`src/gpio_pkg.sv`:
```
package gpio_pkg;

   // ------------------------------------------------------------------
   // bus geometry
   // ------------------------------------------------------------------
   localparam int APB_DW   = 32;
   localparam int APB_AW   = 8;
   localparam int MAX_PINS = 32;
   localparam int IDX_W    = $clog2(MAX_PINS);

   // register map, everything below ADDR_INT is per-pin config
   localparam logic [APB_AW-1:0] ADDR_INT   = 8'h80;
   localparam logic [APB_AW-1:0] ADDR_GPIN  = 8'h90;
   localparam logic [APB_AW-1:0] ADDR_GPOUT = 8'hA0;

   // interrupt source select, codes 5..7 disable the pin interrupt
   typedef enum logic [2:0] {
      INT_LEVEL_HIGH = 3'd0,
      INT_LEVEL_LOW  = 3'd1,
      INT_EDGE_POS   = 3'd2,
      INT_EDGE_NEG   = 3'd3,
      INT_EDGE_BOTH  = 3'd4
   } int_type_e;

   // per-pin config byte, msb first
   typedef struct packed {
      int_type_e int_type;
      logic      spare;
      logic      int_en;
      logic      oe_en;
      logic      in_en;
      logic      out_en;
   } pin_cfg_t;

   // apb request as seen by the register interface
   typedef struct packed {
      logic              sel;
      logic              enable;
      logic              write;
      logic [APB_AW-1:0] addr;
      logic [APB_DW-1:0] wdata;
   } apb_req_t;

   // decoded write strobes plus the write data
   typedef struct packed {
      logic              cfg_we;
      logic [IDX_W-1:0]  cfg_idx;
      logic              int_clr;
      logic              gpout_we;
      logic [APB_DW-1:0] wdata;
   } wr_strobe_t;

endpackage

```
`src/gpio_apb_regif.sv`:
```
`timescale 1ns/1ps

module gpio_apb_regif
   import gpio_pkg::*;
#(
   parameter int IO_NUM = 32
)
(
   input  apb_req_t              req_i,
   input  pin_cfg_t [IO_NUM-1:0] cfg_i,
   input  logic [IO_NUM-1:0]     pin_cur_i,
   input  logic [IO_NUM-1:0]     int_status_i,
   input  logic [IO_NUM-1:0]     gpout_i,
   output wr_strobe_t            strobe_o,
   output logic [APB_DW-1:0]     rdata_o
);

   logic              wr_qual;
   logic              cfg_space;
   logic [IDX_W-1:0]  pin_idx;
   logic              idx_valid;
   logic [IO_NUM-1:0] in_mask;

   // ------------------------------------------------------------------
   // address decode
   // ------------------------------------------------------------------
   assign wr_qual   = req_i.sel & req_i.enable & req_i.write;
   assign cfg_space = (req_i.addr < ADDR_INT);
   assign pin_idx   = req_i.addr[IDX_W+1:2];
   // pins beyond IO_NUM have no register
   assign idx_valid = (int'(pin_idx) < IO_NUM);

   assign strobe_o.cfg_we   = wr_qual & cfg_space & idx_valid;
   assign strobe_o.cfg_idx  = pin_idx;
   assign strobe_o.int_clr  = wr_qual & (req_i.addr == ADDR_INT);
   assign strobe_o.gpout_we = wr_qual & (req_i.addr == ADDR_GPOUT);
   assign strobe_o.wdata    = req_i.wdata;

   always_comb
   begin
      for (int i = 0; i < IO_NUM; i++)
      begin
         in_mask[i] = cfg_i[i].in_en;
      end
   end

   // ------------------------------------------------------------------
   // read mux, purely combinational from the address
   // ------------------------------------------------------------------
   always_comb
   begin
      rdata_o = '0;
      if (cfg_space)
      begin
         if (idx_valid)
         begin
            rdata_o[7:0] = cfg_i[pin_idx];
         end
      end
      else
      begin
         case (req_i.addr)
            ADDR_INT:   rdata_o[IO_NUM-1:0] = int_status_i;
            ADDR_GPIN:  rdata_o[IO_NUM-1:0] = pin_cur_i & in_mask;
            ADDR_GPOUT: rdata_o[IO_NUM-1:0] = gpout_i;
            default:    rdata_o = '0;
         endcase
      end
   end

endmodule

```
`src/gpio_config_bank.sv`:
```
`timescale 1ns/1ps

module gpio_config_bank
   import gpio_pkg::*;
#(
   parameter int IO_NUM = 32
)
(
   input  logic                  PCLK,
   input  logic                  aresetn,
   input  wr_strobe_t            strobe_i,
   output pin_cfg_t [IO_NUM-1:0] cfg_o
);

   pin_cfg_t [IO_NUM-1:0] cfg_q;

   // one byte per pin, loaded from the low data byte
   always_ff @(posedge PCLK or negedge aresetn)
   begin
      if (!aresetn)
      begin
         cfg_q <= '0;
      end
      else
      begin
         for (int i = 0; i < IO_NUM; i++)
         begin
            if (strobe_i.cfg_we && (int'(strobe_i.cfg_idx) == i))
            begin
               cfg_q[i] <= pin_cfg_t'(strobe_i.wdata[7:0]);
            end
         end
      end
   end

   assign cfg_o = cfg_q;

endmodule

```
`src/gpio_input_sync.sv`:
```
`timescale 1ns/1ps

module gpio_input_sync
#(
   parameter int IO_NUM = 32
)
(
   input  logic              PCLK,
   input  logic              aresetn,
   input  logic [IO_NUM-1:0] gpio_in_i,
   output logic [IO_NUM-1:0] pin_cur_o,
   output logic [IO_NUM-1:0] pin_prev_o
);

   logic [IO_NUM-1:0] stage1;
   logic [IO_NUM-1:0] stage2;
   logic [IO_NUM-1:0] stage3;

   // two flops for metastability, third gives the older sample
   always_ff @(posedge PCLK or negedge aresetn)
   begin
      if (!aresetn)
      begin
         stage1 <= '0;
         stage2 <= '0;
         stage3 <= '0;
      end
      else
      begin
         stage1 <= gpio_in_i;
         stage2 <= stage1;
         stage3 <= stage2;
      end
   end

   assign pin_prev_o = stage2;
   assign pin_cur_o  = stage3;

endmodule

```
`src/gpio_irq_detect.sv`:
```
`timescale 1ns/1ps

module gpio_irq_detect
   import gpio_pkg::*;
#(
   parameter int IO_NUM = 32
)
(
   input  logic                  PCLK,
   input  logic                  aresetn,
   input  pin_cfg_t [IO_NUM-1:0] cfg_i,
   input  logic [IO_NUM-1:0]     pin_cur_i,
   input  logic [IO_NUM-1:0]     pin_prev_i,
   input  wr_strobe_t            strobe_i,
   output logic [IO_NUM-1:0]     int_o,
   output logic                  int_or_o,
   output logic [IO_NUM-1:0]     int_status_o
);

   logic [IO_NUM-1:0] int_en;
   logic [IO_NUM-1:0] int_sel;
   logic [IO_NUM-1:0] clr_mask;
   logic [IO_NUM-1:0] pos_set;
   logic [IO_NUM-1:0] neg_set;
   logic [IO_NUM-1:0] edge_pos;
   logic [IO_NUM-1:0] edge_neg;
   logic [IO_NUM-1:0] edge_both;

   // set wins over a clear on the same edge, int_en low holds at zero
   function automatic logic [IO_NUM-1:0] latch_next(
      input logic [IO_NUM-1:0] q,
      input logic [IO_NUM-1:0] set
   );
      return int_en & (set | (q & ~clr_mask));
   endfunction

   // ------------------------------------------------------------------
   // edge detection, prev is the newer sample
   // ------------------------------------------------------------------
   assign pos_set  = pin_prev_i & ~pin_cur_i;
   assign neg_set  = ~pin_prev_i & pin_cur_i;
   assign clr_mask = strobe_i.int_clr ? strobe_i.wdata[IO_NUM-1:0] : '0;

   always_ff @(posedge PCLK or negedge aresetn)
   begin
      if (!aresetn)
      begin
         edge_pos  <= '0;
         edge_neg  <= '0;
         edge_both <= '0;
      end
      else
      begin
         edge_pos  <= latch_next(edge_pos, pos_set);
         edge_neg  <= latch_next(edge_neg, neg_set);
         edge_both <= latch_next(edge_both, pos_set | neg_set);
      end
   end

   // ------------------------------------------------------------------
   // source select per pin
   // ------------------------------------------------------------------
   always_comb
   begin
      for (int i = 0; i < IO_NUM; i++)
      begin
         int_en[i] = cfg_i[i].int_en;
         case (cfg_i[i].int_type)
            INT_LEVEL_HIGH: int_sel[i] = pin_cur_i[i];
            INT_LEVEL_LOW:  int_sel[i] = ~pin_cur_i[i];
            INT_EDGE_POS:   int_sel[i] = edge_pos[i];
            INT_EDGE_NEG:   int_sel[i] = edge_neg[i];
            INT_EDGE_BOTH:  int_sel[i] = edge_both[i];
            default:        int_sel[i] = 1'b0;
         endcase
      end
   end

   assign int_o    = int_sel & int_en;
   assign int_or_o = |int_o;

   // status tracks int_o except while software clears bits
   always_ff @(posedge PCLK or negedge aresetn)
   begin
      if (!aresetn)
      begin
         int_status_o <= '0;
      end
      else if (strobe_i.int_clr)
      begin
         int_status_o <= int_status_o & ~clr_mask;
      end
      else
      begin
         int_status_o <= int_o;
      end
   end

endmodule

```
`src/gpio_output_ctrl.sv`:
```
`timescale 1ns/1ps

module gpio_output_ctrl
   import gpio_pkg::*;
#(
   parameter int                IO_NUM      = 32,
   parameter logic [APB_DW-1:0] GPOUT_RESET = '0
)
(
   input  logic                  PCLK,
   input  logic                  aresetn,
   input  wr_strobe_t            strobe_i,
   input  pin_cfg_t [IO_NUM-1:0] cfg_i,
   output logic [IO_NUM-1:0]     gpout_o,
   output logic [IO_NUM-1:0]     gpio_out_o,
   output logic [IO_NUM-1:0]     gpio_oe_o
);

   logic [IO_NUM-1:0] out_en;
   logic [IO_NUM-1:0] oe_en;

   // data-out word
   always_ff @(posedge PCLK or negedge aresetn)
   begin
      if (!aresetn)
      begin
         gpout_o <= GPOUT_RESET[IO_NUM-1:0];
      end
      else if (strobe_i.gpout_we)
      begin
         gpout_o <= strobe_i.wdata[IO_NUM-1:0];
      end
   end

   always_comb
   begin
      for (int i = 0; i < IO_NUM; i++)
      begin
         out_en[i] = cfg_i[i].out_en;
         oe_en[i]  = cfg_i[i].oe_en;
      end
   end

   // oe only meaningful on pins configured as outputs
   assign gpio_out_o = gpout_o & out_en;
   assign gpio_oe_o  = oe_en & out_en;

endmodule

```
`src/gpio_top.sv`:
```
`timescale 1ns/1ps

module gpio_top
   import gpio_pkg::*;
#(
   parameter int                IO_NUM      = 32,
   parameter logic [APB_DW-1:0] GPOUT_RESET = '0
)
(
   input  logic              PCLK,
   input  logic              aresetn,
   input  logic              psel_i,
   input  logic              penable_i,
   input  logic              pwrite_i,
   input  logic [APB_AW-1:0] paddr_i,
   input  logic [APB_DW-1:0] pwdata_i,
   output logic [APB_DW-1:0] prdata_o,
   output logic              pready_o,
   output logic              pslverr_o,
   input  logic [IO_NUM-1:0] gpio_in_i,
   output logic [IO_NUM-1:0] gpio_out_o,
   output logic [IO_NUM-1:0] gpio_oe_o,
   output logic [IO_NUM-1:0] int_o,
   output logic              int_or_o
);

   apb_req_t              req;
   wr_strobe_t            strobe;
   pin_cfg_t [IO_NUM-1:0] cfg;
   logic [IO_NUM-1:0]     pin_cur;
   logic [IO_NUM-1:0]     pin_prev;
   logic [IO_NUM-1:0]     int_status;
   logic [IO_NUM-1:0]     gpout;

   // ------------------------------------------------------------------
   // apb side, zero wait states and no errors
   // ------------------------------------------------------------------
   assign req.sel    = psel_i;
   assign req.enable = penable_i;
   assign req.write  = pwrite_i;
   assign req.addr   = paddr_i;
   assign req.wdata  = pwdata_i;

   assign pready_o  = 1'b1;
   assign pslverr_o = 1'b0;

   gpio_apb_regif #(.IO_NUM(IO_NUM)) u_regif (
      .req_i        (req),
      .cfg_i        (cfg),
      .pin_cur_i    (pin_cur),
      .int_status_i (int_status),
      .gpout_i      (gpout),
      .strobe_o     (strobe),
      .rdata_o      (prdata_o)
   );

   gpio_config_bank #(.IO_NUM(IO_NUM)) u_config_bank (
      .PCLK     (PCLK),
      .aresetn  (aresetn),
      .strobe_i (strobe),
      .cfg_o    (cfg)
   );

   gpio_input_sync #(.IO_NUM(IO_NUM)) u_input_sync (
      .PCLK       (PCLK),
      .aresetn    (aresetn),
      .gpio_in_i  (gpio_in_i),
      .pin_cur_o  (pin_cur),
      .pin_prev_o (pin_prev)
   );

   gpio_irq_detect #(.IO_NUM(IO_NUM)) u_irq_detect (
      .PCLK         (PCLK),
      .aresetn      (aresetn),
      .cfg_i        (cfg),
      .pin_cur_i    (pin_cur),
      .pin_prev_i   (pin_prev),
      .strobe_i     (strobe),
      .int_o        (int_o),
      .int_or_o     (int_or_o),
      .int_status_o (int_status)
   );

   gpio_output_ctrl #(
      .IO_NUM      (IO_NUM),
      .GPOUT_RESET (GPOUT_RESET)
   ) u_output_ctrl (
      .PCLK       (PCLK),
      .aresetn    (aresetn),
      .strobe_i   (strobe),
      .cfg_i      (cfg),
      .gpout_o    (gpout),
      .gpio_out_o (gpio_out_o),
      .gpio_oe_o  (gpio_oe_o)
   );

endmodule

```
`config.mk`:
```
export PLATFORM = sky130hd
export DESIGN_NAME = gpio_top
export DESIGN_NICKNAME = d
export VERILOG_FILES = /design/src/gpio_pkg.sv /design/src/gpio_apb_regif.sv /design/src/gpio_config_bank.sv /design/src/gpio_input_sync.sv /design/src/gpio_irq_detect.sv /design/src/gpio_output_ctrl.sv /design/src/gpio_top.sv
export SDC_FILE = /design/constraint.sdc
export NUM_CORES = 1
export LEC_CHECK = 0
export BUFFER_PORTS_ARGS = -buffer_cell sky130_fd_sc_hd__buf_4
export CORE_ASPECT_RATIO = 1.5
export CORE_MARGIN = 5
export CORE_UTILIZATION = 45
export CTS_BUF_LIST = sky130_fd_sc_hd__clkbuf_8
export DETAILED_ROUTE_END_ITERATION = 10
export GPL_TIMING_DRIVEN = 0
export PLACE_DENSITY = 0.65
export SETUP_SLACK_MARGIN = 0.02
export SLEW_MARGIN = 10
export SYNTH_ARGS = -nofsm -noshare
export SYNTH_HDL_FRONTEND = slang
export SYNTH_SLANG_ARGS = --single-unit
```
`constraint.sdc`:
```
create_clock -name PCLK -period 1.85 [get_ports PCLK]
set_input_delay 0.0925 -clock PCLK [delete_from_list [all_inputs] [get_ports PCLK]]
set_output_delay 0.0925 -clock PCLK [all_outputs]
set_load 0.01 [all_outputs]
```
; ---- After elaboration in Yosys (flattened, before gate mapping)
; Cells that the tools add are included.
[op_classes]
n_lt_le_gt_ge = 2
eq_ne = 162
n_mux = 39
bitwise_logic = 57
n_reduce_logical = 66
[op_table]
columns = cell, count
row1 = 32-bit bitwise AND, 13
row2 = "3-bit by 2-bit == test with 1-bit output, second input constant", 64
row3 = 1-bit case mux with 5 select lines, 32
row4 = 32-bit OR, 4
row5 = "3-bit by 1-bit == test with 1-bit output, second input constant", 32
row6 = "3-bit == test, second input constant", 32
row7 = 3-bit logical NOT, 32
row8 = 32-bit NOT, 3
row9 = 32-bit case mux with 3 select lines, 1
row10 = "5-bit == test, second input constant", 16
row11 = 32-bit two-way mux, 2
row12 = 8-bit binary-select mux with 5-bit select, 1
row13 = "5-bit by 4-bit == test with 1-bit output, second input constant", 8
row14 = 1-bit logical AND, 32
row15 = 1-bit NOT, 32
row16 = 32-bit OR reduction, 1
row17 = "8-bit == test, second input constant", 3
row18 = 24-bit two-way mux, 1
row19 = "5-bit by 3-bit == test with 1-bit output, second input constant", 4
row20 = 8-bit two-way mux, 2
row21 = "5-bit by 2-bit == test with 1-bit output, second input constant", 2
row22 = "8-bit less-than comparator, second input constant", 1
row23 = "5-bit by 6-bit less-than comparator with 1-bit output, second input constant", 1
row24 = 1-bit bitwise AND, 5
row25 = other kinds (2), 2
[totals]
reg_bits = 512
inputBits = 77
output_inout_bits = 131
elab_cells = 526

; ---- Logic depth before layout (Yosys ltp)
[depth]
ltp_word = 8
depth_mapped = 8
depth_no_buf = 6

; ---- Hierarchy
; A second synthesis with hierarchy kept.
[hier_totals]
hier_cells = 2065
hier_area_um2 = 24963.9
[by_module_without_submodules]
columns = module, instances, cells_each, area_per_inst_um2, seq_area_each_um2
row1 = gpio_config_bank, 1, 594, 9719.3, 6406.1
row2 = gpio_irq_detect, 1, 805, 7642.3, 3203.1
row3 = gpio_apb_regif, 1, 434, 3432.0, 0.0
row4 = gpio_input_sync, 1, 96, 2402.3, 2402.3
row5 = gpio_output_ctrl, 1, 132, 1745.4, 800.8
row6 = gpio_top, 1, 4, 22.5, 0.0

; ---- Least setup slack after synthesis
; Ideal clock, no wire load.
[synth_path]
kind = input port to output port
startpoint = input paddr_i[2]
endpoint = output prdata_o[0]
arrival_time_ns = 1.752
required_ns = 1.757
setup_slack_ns = 0.005
path_stages = 6
path_buffers = 2
path_cell_list = buf_2 -> buf_2 -> mux4_2 -> mux4_2 -> mux2i_1 -> o22ai_1
[synth_between]
elab_chain_len = 3
word_cells_on_any_way = 8
cone_classes = 1 x order compare / 3 x eq/ne / 4 x mux
[synth_rtl]
columns = element, line_no
row1 = "start, declared", gpio_top.sv:15  ; input logic [APB_AW-1:0] paddr_i,
row2 = 8-bit binary-select mux with 5-bit select or 8-bit == test (tied branches), "gpio_apb_regif.sv:57, gpio_apb_regif.sv:62"
row3 = 8-bit two-way mux (not written as such) or 32-bit case mux with 3 select lines (tied branches), "gpio_apb_regif.sv:57, gpio_apb_regif.sv:62"
row4 = 8-bit two-way mux (*), gpio_apb_regif.sv:53  ; if (cfg_space)
row5 = "end, declared", gpio_top.sv:17  ; output logic [APB_DW-1:0] prdata_o,
; Every way passes the cells marked *; elsewhere a longest branch is shown, timed or not. The select of a mux whose other input is x is not followed.

; ---- Worst setup path after layout
[layout_path]
startpoint = register u_config_bank.cfg_q, in the netlist u_config_bank.cfg_o[255]
endpoint = output prdata_o[7]
[layout_between]
elab_chain_len = 3
[layout_rtl]
columns = element, line_no
row1 = "start, declared", gpio_config_bank.sv:15  ; pin_cfg_t [IO_NUM-1:0] cfg_q;
row2 = "start signal, assigned by index", gpio_config_bank.sv:30  ; cfg_q[i] <= pin_cfg_t'(strobe_i.wdata[7:0]);
row3 = 8-bit binary-select mux with 5-bit select, gpio_apb_regif.sv:57  ; rdata_o[7:0] = cfg_i[pin_idx];
row4 = 8-bit two-way mux (not written as such), gpio_apb_regif.sv:57
row5 = 8-bit two-way mux, gpio_apb_regif.sv:53
; Every way passes these cells. The select of a mux whose other input is x is not followed.

==> impl_metrics.yaml <==
outcome:
  violations: "negative hold slack, negative setup slack"
  status: "finished with violations"
worst_setup_path:
  required_ns: 1.76
  startpoint_type: "flip-flop"
  end_kind: "output pin"
  r2r-end: "u_irq_detect.int_status_o[16]$_DFF_PN0_"
  critPathKind: "flip-flop to output pin"
  crit_arrival_ns: 2.75
  timing.rr.start: "u_config_bank.cfg_o[135]$_DFFE_PN0P_"
  r2r_cells: 8
  cp_max_fo: 5
  rrSetupSlack_ns: 0.16
global_routing:
  grt_pass1_wl_mm: 120.7
  antenna_found_initial: 5
  grt_util_met2: 0.4844
  track_usage: 0.2791
  grt_use_met3: 0.03871
  use_met1: 0.3333
  busiest_layer: "met2"
  grt_pass1_vias: 19061
  grt.overflow.total: 0
  grt_max_degree: 112
timing:
  hold_viol_final: 189
  rsz0062_at_grt: "true"
  tightestPinTransition_ns: 1.181
  finClkSkew_ns: 0.03354
  min_period_over_period: 1.536
  hold_slack_ns: -0.6536
  min_period_ns: 2.842
  slew_headroom: 0.2124
  fin_ws_ns: -0.9923
  clock.fmax_ghz: 0.3518
  setup_viol: 41
  slew_viol_final: 0
die:
  die_x_um: 199.1
  initial_core_util: 0.4515
  chipHeight_um: 293.7
  coreArea_um2: 53480
  ioPinCount: 208
  die_area_um2: 58490
  row_count: 104
finish:
  drive_gt1_frac: 0.4217
  area_growth_pct: 26.96
  nFillCells: 4468
  final_common_cell: "dfrtp_1"
  multi_input_area_um2: 11030
  final_area_um2: 30660
  largest_register_ffs: 256
  final_cell_count_no_fill: 3131
  nets: 2523
  final_cell_mix: "447 x dfrtp_1, 288 x buf_4, 284 x mux2_2, 111 x inv_1, 108 x clkbuf_8"
  seqCellArea_um2: 12890
logic_synthesis:
  ys_seq_elements: 512
  yosys_warnings: 0
  synth-async-reset-ratio: 1.000
  syn-cell-area_um2: 24150
  ys_seq_area_frac: 0.5306
  ys.flop_type: "dfrtp_1"
  postSynthCellCount: 1909
  synth-edff-count: 0
  synth_nets: 2050
  avgSynthCellArea_um2: 12.65
  synthDistinctLibCells: 47
clocking:
  clockBufferDepth: 3
  clock_latency_ns: 0.69
  cts_max_level: 3
  cts_buffers: 81
  root_buffer: "clkbuf_8"
  cts_hold_buf: 64
  cts_tree: "done"
  path_clk_slew_ns: 0.06
  cts.sinks: 512
routing:
  firstDrtPassIters: 5
  vias: 17925
  wl_per_cell_um: 26.04
  drt_iter0_drc: 1251
  via_per_inst: 5.725
  ant_nets: 0
  drcViolationCount: 0
  routed_wl_mm: 81.55
power:
  power_leakage_nw: 14.51
  max-vdd-ir-drop_uv: 657.0
  p_per_area_nw_per_um2: 799.1
place:
  gp_congestion: 0.9580
  placed_area_um2: 26680
  hpwlAfterDp_mm: 58.48
  portBuffers: 203
  dp_cells: 2806
job:
  maxCapViolCount: 0
worst_hold_path:
  min-delay-path-class: "primary input to asynchronous set/reset pin"
metal layers:
metal | routed length, um | vias to the layer above
met1 | 29980 | 9289
met5 | 25 | -
li1 | - | 7720
met3 | 4638 | 212
met4 | 5353 | 4
met2 | 41550 | 700
critical path, cell delays in order (launching register included):
cell and delay, ns:
dfrtp_2 0.45, mux4_2 0.55, mux4_2 0.55, mux2i_1 0.21
o22ai_2 0.12, buf_4 0.19
cell type report:
| class | instances | area share |
|---|---|---|
| plain buffers | 80 | 0.01445 |
| clock inverters | 34 | 0.005510 |
| well taps | 689 | 0.02812 |
| flip-flops and latches | 512 | 0.4206 |
| multi-input cells | 1208 | 0.3598 |
| diodes | 2 | 0.0001633 |
| inverters | 109 | 0.01367 |
| clock buffers | 107 | 0.04804 |
| repair buffers | 390 | 0.1096 |
report_power, final:
part	internal (mW)	total (mW)	switching [mW]
Combinational	1.18	2.51	1.32
Sequential	11.7	12.1	0.473
Clock	5.28	9.86	4.58
how the worst max path moves through the flow:
stage / start / endpoint / slack, ns / cells after the start
after detailed placement: paddr_i[3] / prdata_o[5] / -1.18 / 9
after CTS: u_config_bank.cfg_o[255]$_DFFE_PN0P_ / prdata_o[7] / -0.97 / 5
after global routing: u_config_bank.cfg_o[231]$_DFFE_PN0P_ / prdata_o[7] / -1.03 / 5
after global placement: aresetn / u_input_sync.pin_prev_o[0]$_DFF_PN0_ / -4.72 / 1
final: u_config_bank.cfg_o[255]$_DFFE_PN0P_ / prdata_o[7] / -0.99 / 5
after floorplan: paddr_i[2] / prdata_o[6] / 0.08 / 8
logic make-up (layout without fill, tap and decap cells):
| family | count (synthesis) | count (layout) | share of synthesized area |
|---|---|---|---|
| AOI/OAI and AO/OA | 254 | 254 | 0.06234 |
| xor gates and xnor gates | 15 | 15 | 0.005441 |
| adders and majority gates | 64 | 64 | 0.03316 |
| buffers and inverters | 189 | 720 | 0.03197 |
| DFF | 512 | 512 | 0.5306 |
| muxes | 455 | 455 | 0.2422 |
| other | 2 | 4 | 0.0003110 |
| and+or+nand+nor | 418 | 418 | 0.09395 |
synthesized netlist by cell type (all sizes together), types with 2 or more instances:
master    n  area share
mux4     75       0.070
dfrtp   512        0.53
clkbuf   44      0.0068
nor3     12      0.0025
nand3     4     0.00083
inv     109       0.017
o21ai    69       0.014
a22oi     5      0.0016
a21oi    69       0.014
conb      2     0.00031
a41oi     2     0.00073
nand4     6      0.0016
o211ai    9      0.0028
mux2i    96       0.040
nor2     86       0.015
nor4      6      0.0024
ha       64       0.033
and2     65       0.017
nor2b    62       0.016
a21boi   30      0.0093
mux2    284        0.13
o22ai    15      0.0039
nand2   104       0.016
a21o      2     0.00062
a31oi    42       0.011
nor4b    10      0.0036
buf      36      0.0082
nand2b   17      0.0044
o32ai     7      0.0025
nand3b   44       0.014
xnor2    14      0.0051
repair_timing:
item	CTS	global route
cloned	0	0
endpoints found under the setup margin	76	79
hold endpoints to repair	397	189
setup buffers	85	38
pin swaps	45	40
resized for setup	188	106
through the flow:
stage          setup TNS [ns]  power, mW  utilization  setup WS, ns
6_report               -14.95      24.50       0.5732       -0.9923
3_3_place_gp         -2572.48      14.29       0.4962        -4.725
2_1_floorplan               0      13.24            -       0.07830
4_1_cts                -16.52      24.57       0.5633       -0.9691
3_5_place_dp          -204.19      14.40       0.4989        -1.176
5_1_grt                -17.83      25.43       0.5732        -1.026
(Power assumes the default switching activity.)
